File: config.mk
export PLATFORM = sky130hd
export DESIGN_NAME = game_top
export DESIGN_NICKNAME = d
export VERILOG_FILES = /design/src/verilog/game_pkg.sv /design/src/verilog/bullet_unit.sv /design/src/verilog/enemy_field.sv /design/src/verilog/game_fsm.sv /design/src/verilog/game_top.sv /design/src/verilog/player_ctrl.sv /design/src/verilog/status_digits.sv /design/src/verilog/tick_divider.sv
export VERILOG_INCLUDE_DIRS = /design/src /design/src/verilog
export SDC_FILE = /design/constraint.sdc
export NUM_CORES = 1
export LEC_CHECK = 0
export BUFFER_PORTS_ARGS = -buffer_cell sky130_fd_sc_hd__clkbuf_2
export CORE_ASPECT_RATIO = 2
export CORE_UTILIZATION = 60
export CTS_CLUSTER_SIZE = 28
export DETAILED_ROUTE_END_ITERATION = 8
export GPL_ROUTABILITY_DRIVEN = 0
export PLACE_DENSITY_LB_ADDON = 0.12
export SYNTH_ARGS = -nofsm -noshare
export SYNTH_HDL_FRONTEND = slang
export SYNTH_SLANG_ARGS = --single-unit
export TNS_END_PERCENT = 100
File: constraint.sdc
create_clock -name clk -period 20.5 [get_ports clk]
set_clock_uncertainty 0.15 [all_clocks]
set_input_delay 4.1 -clock clk [delete_from_list [all_inputs] [get_ports clk]]
set_output_delay 4.1 -clock clk [all_outputs]
set_load 0.1 [all_outputs]
File: src/verilog/game_defines.svh
`ifndef GAME_DEFINES_SVH
`define GAME_DEFINES_SVH

// playfield and sprite geometry in pixels
`define SCREEN_W        640
`define SCREEN_H        480
`define SPRITE_SIZE     20
`define BULLET_W        5
`define BULLET_H        10

// player
`define PLAYER_STEP     5
`define PLAYER_X0       320
`define PLAYER_Y0       240

// enemies
`define MAX_ENEMIES     4
`define ENEMY_SPEED     10
`define SPAWN_MARGIN    20     // start and removal distance off-screen

// game rules
`define WIN_SCORE       10
`define START_HEALTH    50
`define HIT_DAMAGE      5

// tick periods in clk cycles
`define BULLET_TICK_DIV 4
`define ENEMY_TICK_DIV  16

`define LFSR_SEED       10'h2AA  // must be nonzero

`endif

File: src/verilog/game_pkg.sv
`include "game_defines.svh"

package game_pkg;

    typedef enum logic [2:0] {
        MENU_IDLE,
        MENU_TUTORIAL,
        GAME_RUNNING,
        GAME_OVER,
        GAME_WIN
    } game_state_t;

    typedef logic [9:0] coord_t;           // on-screen position
    typedef logic signed [10:0] scoord_t;  // may lie off-screen
    typedef logic signed [5:0] velocity_t; // pixels per tick

    typedef logic [`MAX_ENEMIES-1:0] enemy_mask_t;

    typedef logic [7:0] count_t;    // score or health
    typedef logic [3:0] bcd_digit_t;

endpackage

File: src/verilog/bullet_unit.sv
`timescale 1ns/1ps
`include "game_defines.svh"

module bullet_unit (
    input  logic                                 clk,
    input  logic                                 rst,
    input  logic                                 bullet_tick,
    input  logic                                 playing,
    input  logic                                 fire,
    input  game_pkg::velocity_t                  aim_dx,
    input  game_pkg::velocity_t                  aim_dy,
    input  game_pkg::game_state_t                state,
    input  game_pkg::coord_t                     player_x,
    input  game_pkg::coord_t                     player_y,
    input  game_pkg::enemy_mask_t                enemy_active,
    input  game_pkg::scoord_t [`MAX_ENEMIES-1:0] enemy_x,
    input  game_pkg::coord_t  [`MAX_ENEMIES-1:0] enemy_y,
    output logic                                 bullet_active,
    output game_pkg::coord_t                     bullet_x,
    output game_pkg::coord_t                     bullet_y,
    output game_pkg::enemy_mask_t                hit_mask,
    output game_pkg::count_t                     score
);
    game_pkg::velocity_t   vel_x, vel_y;
    game_pkg::enemy_mask_t overlap, first_hit;
    logic signed [11:0]    bx, next_x, next_y;
    logic                  out_of_bounds, clear_score, scored;

    assign bx = $signed({2'b00, bullet_x});

    // ========================================
    // box test against every active enemy
    // ========================================
    always_comb begin
        for (int i = 0; i < `MAX_ENEMIES; i++) begin
            overlap[i] = enemy_active[i]
                && (bx + `BULLET_W > enemy_x[i])
                && (bx < enemy_x[i] + `SPRITE_SIZE)
                && (bullet_y + `BULLET_H > enemy_y[i])
                && (bullet_y < enemy_y[i] + `SPRITE_SIZE);
        end
    end

    assign first_hit = overlap & (~overlap + 1'b1); // lowest slot wins

    assign next_x = bx + vel_x;
    assign next_y = $signed({2'b00, bullet_y}) + vel_y;
    assign out_of_bounds = (next_x < 0) || (next_x > `SCREEN_W - `BULLET_W)
                        || (next_y < 0) || (next_y > `SCREEN_H - `BULLET_H);

    assign clear_score = (state == game_pkg::MENU_IDLE) || (state == game_pkg::MENU_TUTORIAL)
                      || (state == game_pkg::GAME_WIN);
    assign scored = playing && bullet_tick && bullet_active && (|first_hit);

    // ========================================
    // bullet life cycle
    // ========================================
    always_ff @(posedge clk or posedge rst) begin
        if (rst) begin
            bullet_active <= 1'b0;
            bullet_x      <= '0;
            bullet_y      <= '0;
            vel_x         <= '0;
            vel_y         <= '0;
            hit_mask      <= '0;
        end else if (!playing) begin
            bullet_active <= 1'b0;
            hit_mask      <= '0;
        end else if (bullet_tick) begin
            hit_mask <= '0; // a hit flag lasts one tick period
            if (!bullet_active) begin
                if (fire && (aim_dx != '0 || aim_dy != '0)) begin
                    bullet_active <= 1'b1;
                    bullet_x      <= player_x;
                    bullet_y      <= player_y;
                    vel_x         <= aim_dx;
                    vel_y         <= aim_dy;
                end
            end else if (|first_hit) begin
                bullet_active <= 1'b0;
                hit_mask      <= first_hit;
            end else if (out_of_bounds) begin
                bullet_active <= 1'b0;
            end else begin
                bullet_x <= game_pkg::coord_t'(next_x);
                bullet_y <= game_pkg::coord_t'(next_y);
            end
        end
    end

    always_ff @(posedge clk or posedge rst) begin
        if (rst) begin
            score <= '0;
        end else if (clear_score) begin
            score <= '0;
        end else if (scored && score < `WIN_SCORE) begin
            score <= score + 1'b1;
        end
    end

endmodule

File: src/verilog/enemy_field.sv
`timescale 1ns/1ps
`include "game_defines.svh"

module enemy_field (
    input  logic                                 clk,
    input  logic                                 rst,
    input  logic                                 enemy_tick,
    input  logic                                 playing,
    input  game_pkg::enemy_mask_t                hit_mask,
    input  game_pkg::coord_t                     player_x,
    input  game_pkg::coord_t                     player_y,
    output game_pkg::enemy_mask_t                enemy_active,
    output game_pkg::scoord_t [`MAX_ENEMIES-1:0] enemy_x,
    output game_pkg::coord_t  [`MAX_ENEMIES-1:0] enemy_y,
    output game_pkg::count_t                     health
);
    localparam int SPAWN_LEFT  = -`SPAWN_MARGIN;
    localparam int SPAWN_RIGHT = `SCREEN_W + `SPAWN_MARGIN;

    logic [9:0]                           lfsr;
    game_pkg::enemy_mask_t                alive, moving_right, pending, kill;
    game_pkg::enemy_mask_t                collide, empty, spawn_slot;
    game_pkg::scoord_t [`MAX_ENEMIES-1:0] next_x;
    game_pkg::count_t                     damage;
    logic signed [11:0]                   px;

    // hits arrive on the bullet tick, held here until the next enemy tick
    assign kill         = pending | hit_mask;
    assign enemy_active = alive & ~kill;

    assign empty      = ~alive;
    assign spawn_slot = empty & (~empty + 1'b1); // one new enemy per tick
    assign px         = $signed({2'b00, player_x});

    // ========================================
    // per-slot motion and player collision
    // ========================================
    always_comb begin
        damage = '0;
        for (int i = 0; i < `MAX_ENEMIES; i++) begin
            next_x[i] = moving_right[i] ? enemy_x[i] + game_pkg::scoord_t'(`ENEMY_SPEED)
                                        : enemy_x[i] - game_pkg::scoord_t'(`ENEMY_SPEED);
            collide[i] = alive[i] && !kill[i]
                && (enemy_x[i] + `SPRITE_SIZE > px)
                && (enemy_x[i] < px + `SPRITE_SIZE)
                && (enemy_y[i] + `SPRITE_SIZE > player_y)
                && (enemy_y[i] < player_y + `SPRITE_SIZE);
            if (collide[i]) damage = damage + game_pkg::count_t'(`HIT_DAMAGE);
        end
    end

    always_ff @(posedge clk or posedge rst) begin
        if (rst) begin
            lfsr         <= `LFSR_SEED;
            alive        <= '0;
            moving_right <= '0;
            pending      <= '0;
            enemy_x      <= '0;
            enemy_y      <= '0;
            health       <= game_pkg::count_t'(`START_HEALTH);
        end else begin
            if (enemy_tick) begin
                lfsr <= {lfsr[8:0], lfsr[9] ^ lfsr[6]}; // x^10 + x^7 + 1
            end
            if (!playing) begin
                alive   <= '0;
                pending <= '0;
                health  <= game_pkg::count_t'(`START_HEALTH);
            end else if (!enemy_tick) begin
                pending <= kill;
            end else begin
                pending <= '0;
                health  <= (health > damage) ? health - damage : '0;
                for (int i = 0; i < `MAX_ENEMIES; i++) begin
                    if (kill[i] || collide[i]) begin
                        alive[i] <= 1'b0;
                    end else if (alive[i]) begin
                        enemy_x[i] <= next_x[i];
                        if (next_x[i] < SPAWN_LEFT || next_x[i] > SPAWN_RIGHT) begin
                            alive[i] <= 1'b0;  // crossed the far margin
                        end
                    end else if (spawn_slot[i]) begin
                        alive[i]        <= 1'b1;
                        moving_right[i] <= lfsr[0];
                        enemy_x[i]      <= lfsr[0] ? game_pkg::scoord_t'(SPAWN_LEFT)
                                                   : game_pkg::scoord_t'(SPAWN_RIGHT);
                        enemy_y[i]      <= game_pkg::coord_t'(lfsr % (`SCREEN_H - `SPRITE_SIZE));
                    end
                end
            end
        end
    end

endmodule

File: src/verilog/game_fsm.sv
`timescale 1ns/1ps
`include "game_defines.svh"

module game_fsm (
    input  logic                  clk,
    input  logic                  rst,
    input  logic                  btn_up,
    input  logic                  btn_down,
    input  logic                  btn_start,
    input  logic                  btn_back,
    input  game_pkg::count_t      score,
    input  game_pkg::count_t      health,
    output game_pkg::game_state_t state,
    output logic                  menu_sel,   // 0 start game, 1 tutorial
    output logic                  playing
);
    game_pkg::game_state_t next_state;

    // ========================================
    // transitions
    // ========================================
    always_comb begin
        next_state = state;
        case (state)
            game_pkg::MENU_IDLE: begin
                if (btn_start) begin
                    next_state = menu_sel ? game_pkg::MENU_TUTORIAL : game_pkg::GAME_RUNNING;
                end
            end
            game_pkg::MENU_TUTORIAL: begin
                if (btn_back) next_state = game_pkg::MENU_IDLE;
            end
            game_pkg::GAME_RUNNING: begin
                if (score >= `WIN_SCORE) begin
                    next_state = game_pkg::GAME_WIN;
                end else if (health == '0) begin
                    next_state = game_pkg::GAME_OVER;
                end
            end
            game_pkg::GAME_OVER, game_pkg::GAME_WIN: begin
                if (btn_start) next_state = game_pkg::MENU_IDLE;
            end
            default: next_state = game_pkg::MENU_IDLE;
        endcase
    end

    always_ff @(posedge clk or posedge rst) begin
        if (rst) begin
            state    <= game_pkg::MENU_IDLE;
            playing  <= 1'b0;
            menu_sel <= 1'b0;
        end else begin
            state   <= next_state;
            playing <= (next_state == game_pkg::GAME_RUNNING);
            if (state == game_pkg::MENU_IDLE) begin
                if (btn_up) menu_sel <= 1'b0;
                else if (btn_down) menu_sel <= 1'b1;
            end
        end
    end

endmodule

File: src/verilog/game_top.sv
`timescale 1ns/1ps
`include "game_defines.svh"

module game_top (
    input  logic                       clk,
    input  logic                       rst,
    input  logic                       btn_up,
    input  logic                       btn_down,
    input  logic                       btn_start,
    input  logic                       btn_back,
    input  logic                       key_w,
    input  logic                       key_a,
    input  logic                       key_s,
    input  logic                       key_d,
    input  logic                       fire,
    input  game_pkg::velocity_t        aim_dx,
    input  game_pkg::velocity_t        aim_dy,
    output game_pkg::game_state_t      state,
    output logic                       menu_sel,
    output game_pkg::coord_t           player_x,
    output game_pkg::coord_t           player_y,
    output logic                       bullet_active,
    output game_pkg::coord_t           bullet_x,
    output game_pkg::coord_t           bullet_y,
    output game_pkg::count_t           score,
    output game_pkg::count_t           health,
    output game_pkg::bcd_digit_t [3:0] status
);
    logic                                 bullet_tick, enemy_tick, playing;
    game_pkg::enemy_mask_t                enemy_active, hit_mask;
    game_pkg::scoord_t [`MAX_ENEMIES-1:0] enemy_x;
    game_pkg::coord_t  [`MAX_ENEMIES-1:0] enemy_y;

    // ========================================
    // rate ticks
    // ========================================
    tick_divider #(.DIV(`BULLET_TICK_DIV)) u_bullet_tick (
        .clk(clk), .rst(rst), .tick(bullet_tick)
    );

    tick_divider #(.DIV(`ENEMY_TICK_DIV)) u_enemy_tick (
        .clk(clk), .rst(rst), .tick(enemy_tick)
    );

    game_fsm u_fsm (
        .clk(clk), .rst(rst),
        .btn_up(btn_up), .btn_down(btn_down), .btn_start(btn_start), .btn_back(btn_back),
        .score(score), .health(health),
        .state(state), .menu_sel(menu_sel), .playing(playing)
    );

    player_ctrl u_player (
        .clk(clk), .rst(rst), .playing(playing),
        .key_w(key_w), .key_a(key_a), .key_s(key_s), .key_d(key_d),
        .player_x(player_x), .player_y(player_y)
    );

    bullet_unit u_bullet (
        .clk(clk), .rst(rst), .bullet_tick(bullet_tick), .playing(playing), .fire(fire),
        .aim_dx(aim_dx), .aim_dy(aim_dy), .state(state),
        .player_x(player_x), .player_y(player_y),
        .enemy_active(enemy_active), .enemy_x(enemy_x), .enemy_y(enemy_y),
        .bullet_active(bullet_active), .bullet_x(bullet_x), .bullet_y(bullet_y),
        .hit_mask(hit_mask), .score(score)
    );

    enemy_field u_enemies (
        .clk(clk), .rst(rst), .enemy_tick(enemy_tick), .playing(playing),
        .hit_mask(hit_mask), .player_x(player_x), .player_y(player_y),
        .enemy_active(enemy_active), .enemy_x(enemy_x), .enemy_y(enemy_y),
        .health(health)
    );

    status_digits u_status (
        .health(health), .score(score), .status(status)
    );

endmodule

File: src/verilog/player_ctrl.sv
`timescale 1ns/1ps
`include "game_defines.svh"

module player_ctrl (
    input  logic             clk,
    input  logic             rst,
    input  logic             playing,
    input  logic             key_w,
    input  logic             key_a,
    input  logic             key_s,
    input  logic             key_d,
    output game_pkg::coord_t player_x,
    output game_pkg::coord_t player_y
);
    localparam game_pkg::coord_t STEP  = game_pkg::coord_t'(`PLAYER_STEP);
    localparam game_pkg::coord_t MAX_X = game_pkg::coord_t'(`SCREEN_W - `PLAYER_STEP);
    localparam game_pkg::coord_t MAX_Y = game_pkg::coord_t'(`SCREEN_H - `PLAYER_STEP);

    logic prev_w, prev_a, prev_s, prev_d;
    logic rise_w, rise_a, rise_s, rise_d;

    // one step per press, held keys do not repeat
    assign rise_w = key_w & ~prev_w;
    assign rise_a = key_a & ~prev_a;
    assign rise_s = key_s & ~prev_s;
    assign rise_d = key_d & ~prev_d;

    always_ff @(posedge clk or posedge rst) begin
        if (rst) begin
            prev_w   <= 1'b0;
            prev_a   <= 1'b0;
            prev_s   <= 1'b0;
            prev_d   <= 1'b0;
            player_x <= game_pkg::coord_t'(`PLAYER_X0);
            player_y <= game_pkg::coord_t'(`PLAYER_Y0);
        end else begin
            prev_w <= key_w;
            prev_a <= key_a;
            prev_s <= key_s;
            prev_d <= key_d;
            if (!playing) begin
                player_x <= game_pkg::coord_t'(`PLAYER_X0);
                player_y <= game_pkg::coord_t'(`PLAYER_Y0);
            end else begin
                if (rise_w && player_y > STEP) player_y <= player_y - STEP;
                else if (rise_s && player_y < MAX_Y) player_y <= player_y + STEP;
                if (rise_a && player_x > STEP) player_x <= player_x - STEP;
                else if (rise_d && player_x < MAX_X) player_x <= player_x + STEP;
            end
        end
    end

endmodule

File: src/verilog/status_digits.sv
`timescale 1ns/1ps

module status_digits (
    input  game_pkg::count_t           health,
    input  game_pkg::count_t           score,
    output game_pkg::bcd_digit_t [3:0] status
);
    game_pkg::bcd_digit_t health_tens, health_ones;
    game_pkg::bcd_digit_t score_tens, score_ones;

    // both counts stay below 100
    assign health_tens = game_pkg::bcd_digit_t'(health / 8'd10);
    assign health_ones = game_pkg::bcd_digit_t'(health % 8'd10);
    assign score_tens  = game_pkg::bcd_digit_t'(score / 8'd10);
    assign score_ones  = game_pkg::bcd_digit_t'(score % 8'd10);

    assign status = {health_tens, health_ones, score_tens, score_ones};

endmodule

File: src/verilog/tick_divider.sv
`timescale 1ns/1ps

module tick_divider #(
    parameter int DIV = 4
) (
    input  logic clk,
    input  logic rst,
    output logic tick
);
    localparam int W = $clog2(DIV);
    localparam logic [W-1:0] LAST = W'(DIV - 1);

    logic [W-1:0] cnt;

    always_ff @(posedge clk or posedge rst) begin
        if (rst) begin
            cnt  <= '0;
            tick <= 1'b0;
        end else begin
            cnt  <= (cnt == LAST) ? '0 : cnt + 1'b1;
            tick <= (cnt == LAST); // high for one cycle per wrap
        end
    end

endmodule
==> results.md, run 1 <==
* Syn Nets at 2826
* Layout cells sized above 1 at 0.101
* Io pins at 100
* CTS tree: built
* Final min period at 8.21 ns
* Drt pass-1 iters at 7
* CTS buffer count at 17
* Synth Flop Type: dfrtp_1
* Final Instance Count excl. Fillers at 2941
* Worst-margin pin slew at 1.27 ns
* Routed via count at 19879
* Core area at 33800 um2
* WL final at 71800 um
* Antenna Violating Nets Remaining at 0
* RSZ-0062 raised after global routing: no
* Post-synth EDFFs at 0
* Status: completed
* Syn Area/Cell at 8.58 um2
* Total grt overflow at 0
* Hold Buf Count CTS at 0
* Yosys top cell area share at 0.232
* Warnings, synthesis at 0
* Final hold viol count at 0
* Die area at 35300 um2
* Delay of the slowest critical-path stage at 0.48 ns
* PwrDens at 116 nW/um2
* Tcrit/Tclk final at 0.401
* Worst hold path class: reg -> reg
* Number of global-route vias before repair at 20151
* Initial antenna violation count at 1
* Worst Path Arrival at 3.96 ns
* Fillers at 2929
* Port bufs at 99
* FF+latch count, synth at 188
* CP Data Required Time at 16.25 ns
* Number of diodes at 0
* Async S/R FF share, synth at 1.00
* Commonest non-fill, non-tap cell in the layout: ha_1
* Post_cts resized at 0
* Synth area leader: ha_1
* Clock buffer depth at 2
* DRT iter0 DRCs at 1406
* Static Leak at 10.1 nW
* # setup viols final at 0
* CP Capture Type: output pin
* DRC at 0
* Row count at 95
* R2R setup slack at 12.65 ns
* Peak supply drop at 0.135 mV
* First-pass GRT wire length at 110000 um
* Hpwl dp at 55000 um
* Clock transition at the registers of the reported paths at 0.08 ns
* Commonest non-fill, non-tap cells in the layout: ha_1 (384), inv_1 (211), dfrtp_1 (174)
* Avg Vias per Cell at 6.76
* Setup TNS at 0 ns
* Top post-synthesis cells by area: ha_1 (23%), dfrtp_1 (21%), xnor2_1 (5.6%)
* Post-synthesis cell type count at 92
* Crit path launch type: flip-flop
* CP top delay family: simple AND/OR/NAND/NOR gates
* Area Growth Syn to Fin at 7.78%
* Slowest cell on the critical path: dfrtp_1
* Initial Util at 0.613
* Critical path peak fanout at 10
* H-Tree Depth at 4
* Fmax at 122 MHz
* Largest net degree at the start of global routing at 112
* Final nets at 2906
* Maxcap violations at 0
* Drt wl/cell at 24.4 um
* Die width at 133 um
* Post-CTS Repair Setup Buffers at 0
* Slew headroom at 0.130
* Setup CP Type: reg -> out
* Placed cells at 2909
* CTS Sinks at 188
* Sequential area share after synthesis at 0.228
* Buffer and inverter count on the worst path at 1
* Clk_lat worst skew at 0.49 ns
* Root Buffer: clkbuf_16
* PnR Total Power at 2.59 mW
* Tot GR Track Use at 0.415
* Post-Synthesis Cells at 2412
* Mapped cell area at 20700 um2
* CP cell instances: nand2b_1 -> and3_1 -> nor3_1 -> nor2_1 -> xnor3_1 -> maj3_1 -> a21oi_1 -> mux2i_1 -> xnor2_1 -> clkbuf_2
* Max Slew Vio Count at 0
* Die H at 265 um
[metrics by stage]
| step | setup WS [ns] | hold WS [ns] | util | area, um2 |
|---|---|---|---|---|
| after floorplan | 9.94 | 0.253 | - | 20700 |
| after global placement | 12.96 | 0.264 | 0.642 | 21700 |
| after detailed placement | 12.82 | 0.274 | 0.642 | 21700 |
| after CTS | 12.31 | 0.286 | 0.661 | 22300 |
| after global routing | 12.07 | 0.297 | 0.661 | 22300 |
| final | 12.29 | 0.286 | 0.661 | 22300 |
[Yosys cell counts, types with 35 or more instances]
cell type,instances
nor2b_1,45
o21ai_0,162
nand2_1,139
ha_1,384
o21a_1,45
nand4_1,35
inv_1,212
a21oi_1,165
nand3_1,54
clkbuf_1,46
nor2_1,165
nor3_1,58
xnor2_1,132
dfrtp_1,174
mux2_2,50
[where the power goes]
part	total [mW]	switching (mW)	leakage, nW	internal, mW
sequential	0.568	0.146	2.47	0.422
combinational	1.65	1.09	7.37	0.558
clock	0.367	0.194	0.311	0.172
[layout make-up]
| class | instances | area, um2 | share of cell area |
|---|---|---|---|
| multi-input combinational | 1945 | 14900 | 0.669 |
| sequential | 188 | 4720 | 0.212 |
| inverter | 221 | 837 | 0.0375 |
| timing repair buffer | 119 | 646 | 0.0289 |
| tap | 436 | 546 | 0.0244 |
| clock buffer | 17 | 425 | 0.0191 |
| clock inverter | 15 | 219 | 0.00981 |
[cells by family after synthesis]
| group | after synthesis | synth area share |
|---|---|---|
| compound gates | 646 | 0.199 |
| xor+xnor | 165 | 0.0705 |
| fa+ha+maj | 393 | 0.240 |
| buf+inv | 279 | 0.0519 |
| flops | 188 | 0.228 |
| mux | 111 | 0.0583 |
| other cells | 1 | 0.000181 |
| simple gates | 629 | 0.152 |
[path summary, 6_finish.rpt]
path | from | to | cells past startpoint
hold reg to reg | u_bullet_tick.cnt[0] | u_bullet_tick.cnt[0] | 1
setup / recovery | u_bullet.score[7] | status[3] | 10
setup reg to reg | u_enemies.enemy_x[2] | u_enemies.health[6] | 27
min in group asynchronous | rst | u_player.player_y[2] | 2
hold / removal | u_bullet_tick.cnt[0] | u_bullet_tick.cnt[0] | 1
max in group asynchronous | rst | u_enemies.enemy_x[37] | 3
[metal layers]
| metal | track usage | wire [um] | vias up |
|---|---|---|---|
| met5 | 0 | 0 | - |
| met4 | 0.439 | 8840 | 0 |
| met3 | 0.0975 | 5290 | 489 |
| met2 | 0.716 | 35000 | 1045 |
| met1 | 0.384 | 22600 | 9403 |
| li1 | - | - | 8942 |
[sequential cells by signal, summed over array words and instances (netlist names), 2 cells and up]
| register | count |
|---|---|
| u_enemies.lfsr | 10 |
| u_enemies.alive | 4 |
| u_bullet.bullet_x | 10 |
| u_bullet.vel_y | 6 |
| u_bullet_tick.cnt | 2 |
| u_player.player_y | 10 |
| u_player.player_x | 10 |
| u_bullet.score | 8 |
| u_enemies.enemy_x | 40 |
| u_bullet.bullet_y | 10 |
| u_enemies.health | 8 |
| u_fsm.state | 3 |
| u_bullet.hit_mask | 4 |
| u_enemies.pending | 4 |
| u_bullet.vel_x | 6 |
| u_enemy_tick.cnt | 4 |
| u_enemies.enemy_y | 40 |
Note: power is estimated with default switching activity, not from simulation.
==> run 2: changes to the inputs <==
- clock period: 20.5 -> 7.7 ns (I/O delays scaled with it)
==> run 2 against run 1 <==
Net effect: clock power up 150%; worst hold slack improved by 0.0036 ns; utilization hardly changed; sequential share of layout area is essentially flat; critical path depth is 16 higher; via count increased by 0.44%; combinational power grew to 2.7 times the previous value; design area barely moved; first-iteration DRC count grew 17%; highest routed layer is now met5.
==> results.md, run 2 (synthesis results as in run 1) <==
* Status: completed
* Post-CTS Repair Setup Buffers at 0 (unchanged)
* Critical path peak fanout at 14 (+4)
* Maxcap violations at 0 (unchanged)
* Hpwl dp at 56600 um (+2.9%)
* CTS Sinks at 188 (unchanged)
* Largest regs: u_enemies.enemy_x: 40 flops, u_enemies.enemy_y: 40 flops
* Layout cells sized above 1 at 0.103 (+0.00211)
* Slowest cell on the critical path: dfrtp_1
* Met1 usage at 0.407 (+0.0232)
* Die H at 265 um (unchanged)
* Io pins at 100 (unchanged)
* Hold Buf Count CTS at 0 (unchanged)
* Row count at 95 (unchanged)
* RSZ-0062 raised after global routing: no
* Final min period at 7.01 ns
* Avg Vias per Cell at 6.77 (+0.20%)
* Port bufs at 99 (unchanged)
* DRC at 0 (unchanged)
* First-pass GRT wire length at 115000 um (+4.4%)
* Psw at 3.74 mW (+160%)
* Fillers at 2932 (+0.10%)
* Met2 Resource Use GR at 0.735 (+0.0187)
* Final hold viol count at 0 (unchanged)
* GRT Max-Usage Layer: met2
* Post_cts resized at 0 (unchanged)
* M3 GR Usage at 0.130 (+0.0321)
* CTS buffer count at 17 (unchanged)
* WL final at 73100 um (+1.9%)
* Die width at 133 um (unchanged)
* Fmax at 143 MHz
* H-Tree Depth at 4 (unchanged)
* Tcrit/Tclk final at 0.910
* CP top delay family: compound AO/OA/AOI/OAI gates
* Sw Share at 0.550 (-0.00424)
* Commonest non-fill, non-tap cell in the layout: ha_1
* Clock power share at 0.135 (-0.007)
* Commonest non-fill, non-tap cells in the layout: ha_1 (384), inv_1 (211), dfrtp_1 (174)
* Static Leak at 10.2 nW (+0.18%)
* Buffer and inverter count on the worst path at 2 (+1)
* Worst Path Arrival at 7.20 ns (+3.24 ns)
* Clk_lat worst skew at 0.49 ns (about the same)
* Die area at 35300 um2 (unchanged)
* Delay of the slowest critical-path stage at 0.72 ns (+0.24 ns)
* Root Buffer: clkbuf_16
* Setup TNS at 0 ns (unchanged)
* Slew headroom at 0.217 (+0.0875)
* Drt pass-1 iters at 6 (-1)
* Peak supply drop at 0.356 mV (+160%)
* Min-delay src: u_bullet_tick.cnt[0]
* Worst hold path class: reg -> reg
* Sequential Power Share at 0.220 (about the same)
* # setup viols final at 0 (unchanged)
* PwrDens at 304 nW/um2 (+160%)
* Gate power share at 0.646 (+0.007)
* Total grt overflow at 0 (unchanged)
* CTS tree: built
* Internal power at 3.06 mW (+170%)
* DRT iter0 DRCs at 1649 (+17%)
* Critical Path Start: u_player.player_x[2]
* Number of global-route vias before repair at 20208 (+0.28%)
* Area Growth Syn to Fin at 7.80% (about the same)
* Max Slew Vio Count at 0 (unchanged)
* Initial Util at 0.613 (unchanged)
* Clock transition at the registers of the reported paths at 0.08 ns (about the same)
* PnR Total Power at 6.80 mW (+160%)
* CP Capture Type: flip-flop
* Largest net degree at the start of global routing at 132 (+18%)
* Number of diodes at 0 (unchanged)
* Drt wl/cell at 24.8 um (+1.7%)
* Initial antenna violation count at 1 (unchanged)
* Worst r2r src: u_player.player_x[2]
* Crit path launch type: flip-flop
* Final nets at 2913 (+0.24%)
* Setup CP Type: reg -> reg
* Antenna Violating Nets Remaining at 0 (unchanged)
* Core area at 33800 um2 (unchanged)
* Worst-margin pin slew at 1.17 ns (-0.106 ns)
* Routed via count at 19967 (+0.44%)
* Clock buffer depth at 2 (unchanged)
* CP Data Required Time at 7.89 ns (-8.36 ns)
* Tot GR Track Use at 0.434 (+0.0185)
## run 2: final cells by class
| cell class | instances | area (um2) | area share |
|---|---|---|---|
| inverters | 221 | 837 | 0.0375 |
| multi-input cells | 1945 | 14900 | 0.668 |
| well taps | 436 | 546 | 0.0244 |
| flip-flops and latches | 188 | 4720 | 0.212 |
| repair buffers | 126 | 698 | 0.0313 |
| clock buffers | 17 | 425 | 0.0191 |
| clock inverters | 15 | 176 | 0.00790 |
## run 2: final timing paths
path	to	slack, ns	cells past startpoint
worst max-delay path	u_enemies.health[7]	0.69	26
worst min-delay path	u_bullet_tick.cnt[0]	0.29	1
worst max register to register	u_enemies.health[7]	0.69	26
worst min register to register	u_bullet_tick.cnt[0]	0.29	1
max in group asynchronous	u_bullet.score[7]	4.81	3
min in group asynchronous	u_enemies.enemy_y[17]	1.08	2
## run 2: metrics by stage
step / util / hold slack, ns / worst slack [ns] / area (um2) / instances
6_report: 0.661 / 0.290 / 0.694 / 22300 / 2948
5_1_grt: 0.661 / 0.340 / 0.161 / 22300 / 2948
4_1_cts: 0.661 / 0.285 / 0.773 / 22300 / 2948
3_5_place_dp: 0.643 / 0.273 / 0.796 / 21700 / 2916
3_3_place_gp: 0.643 / 0.264 / 0.997 / 21700 / 2916
2_1_floorplan: - / 0.253 / 0.530 / 20700 / 2412
## run 2: power by group through the flow
stage	clock network (mW)	logic, mW	registers, mW
final	0.914	4.39	1.49
after global routing	0.961	4.77	1.50
after CTS	0.922	4.29	1.46
after detailed placement	0	4.26	1.48
after global placement	0	4.12	1.47
after floorplan	0	2.63	1.92
## run 2: metal layers
layer | vias up | routed length [um]
li1 | 8951 | -
met1 | 9403 | 23000
met2 | 1063 | 35500
met3 | 548 | 5670
met4 | 2 | 8980
met5 | - | 12
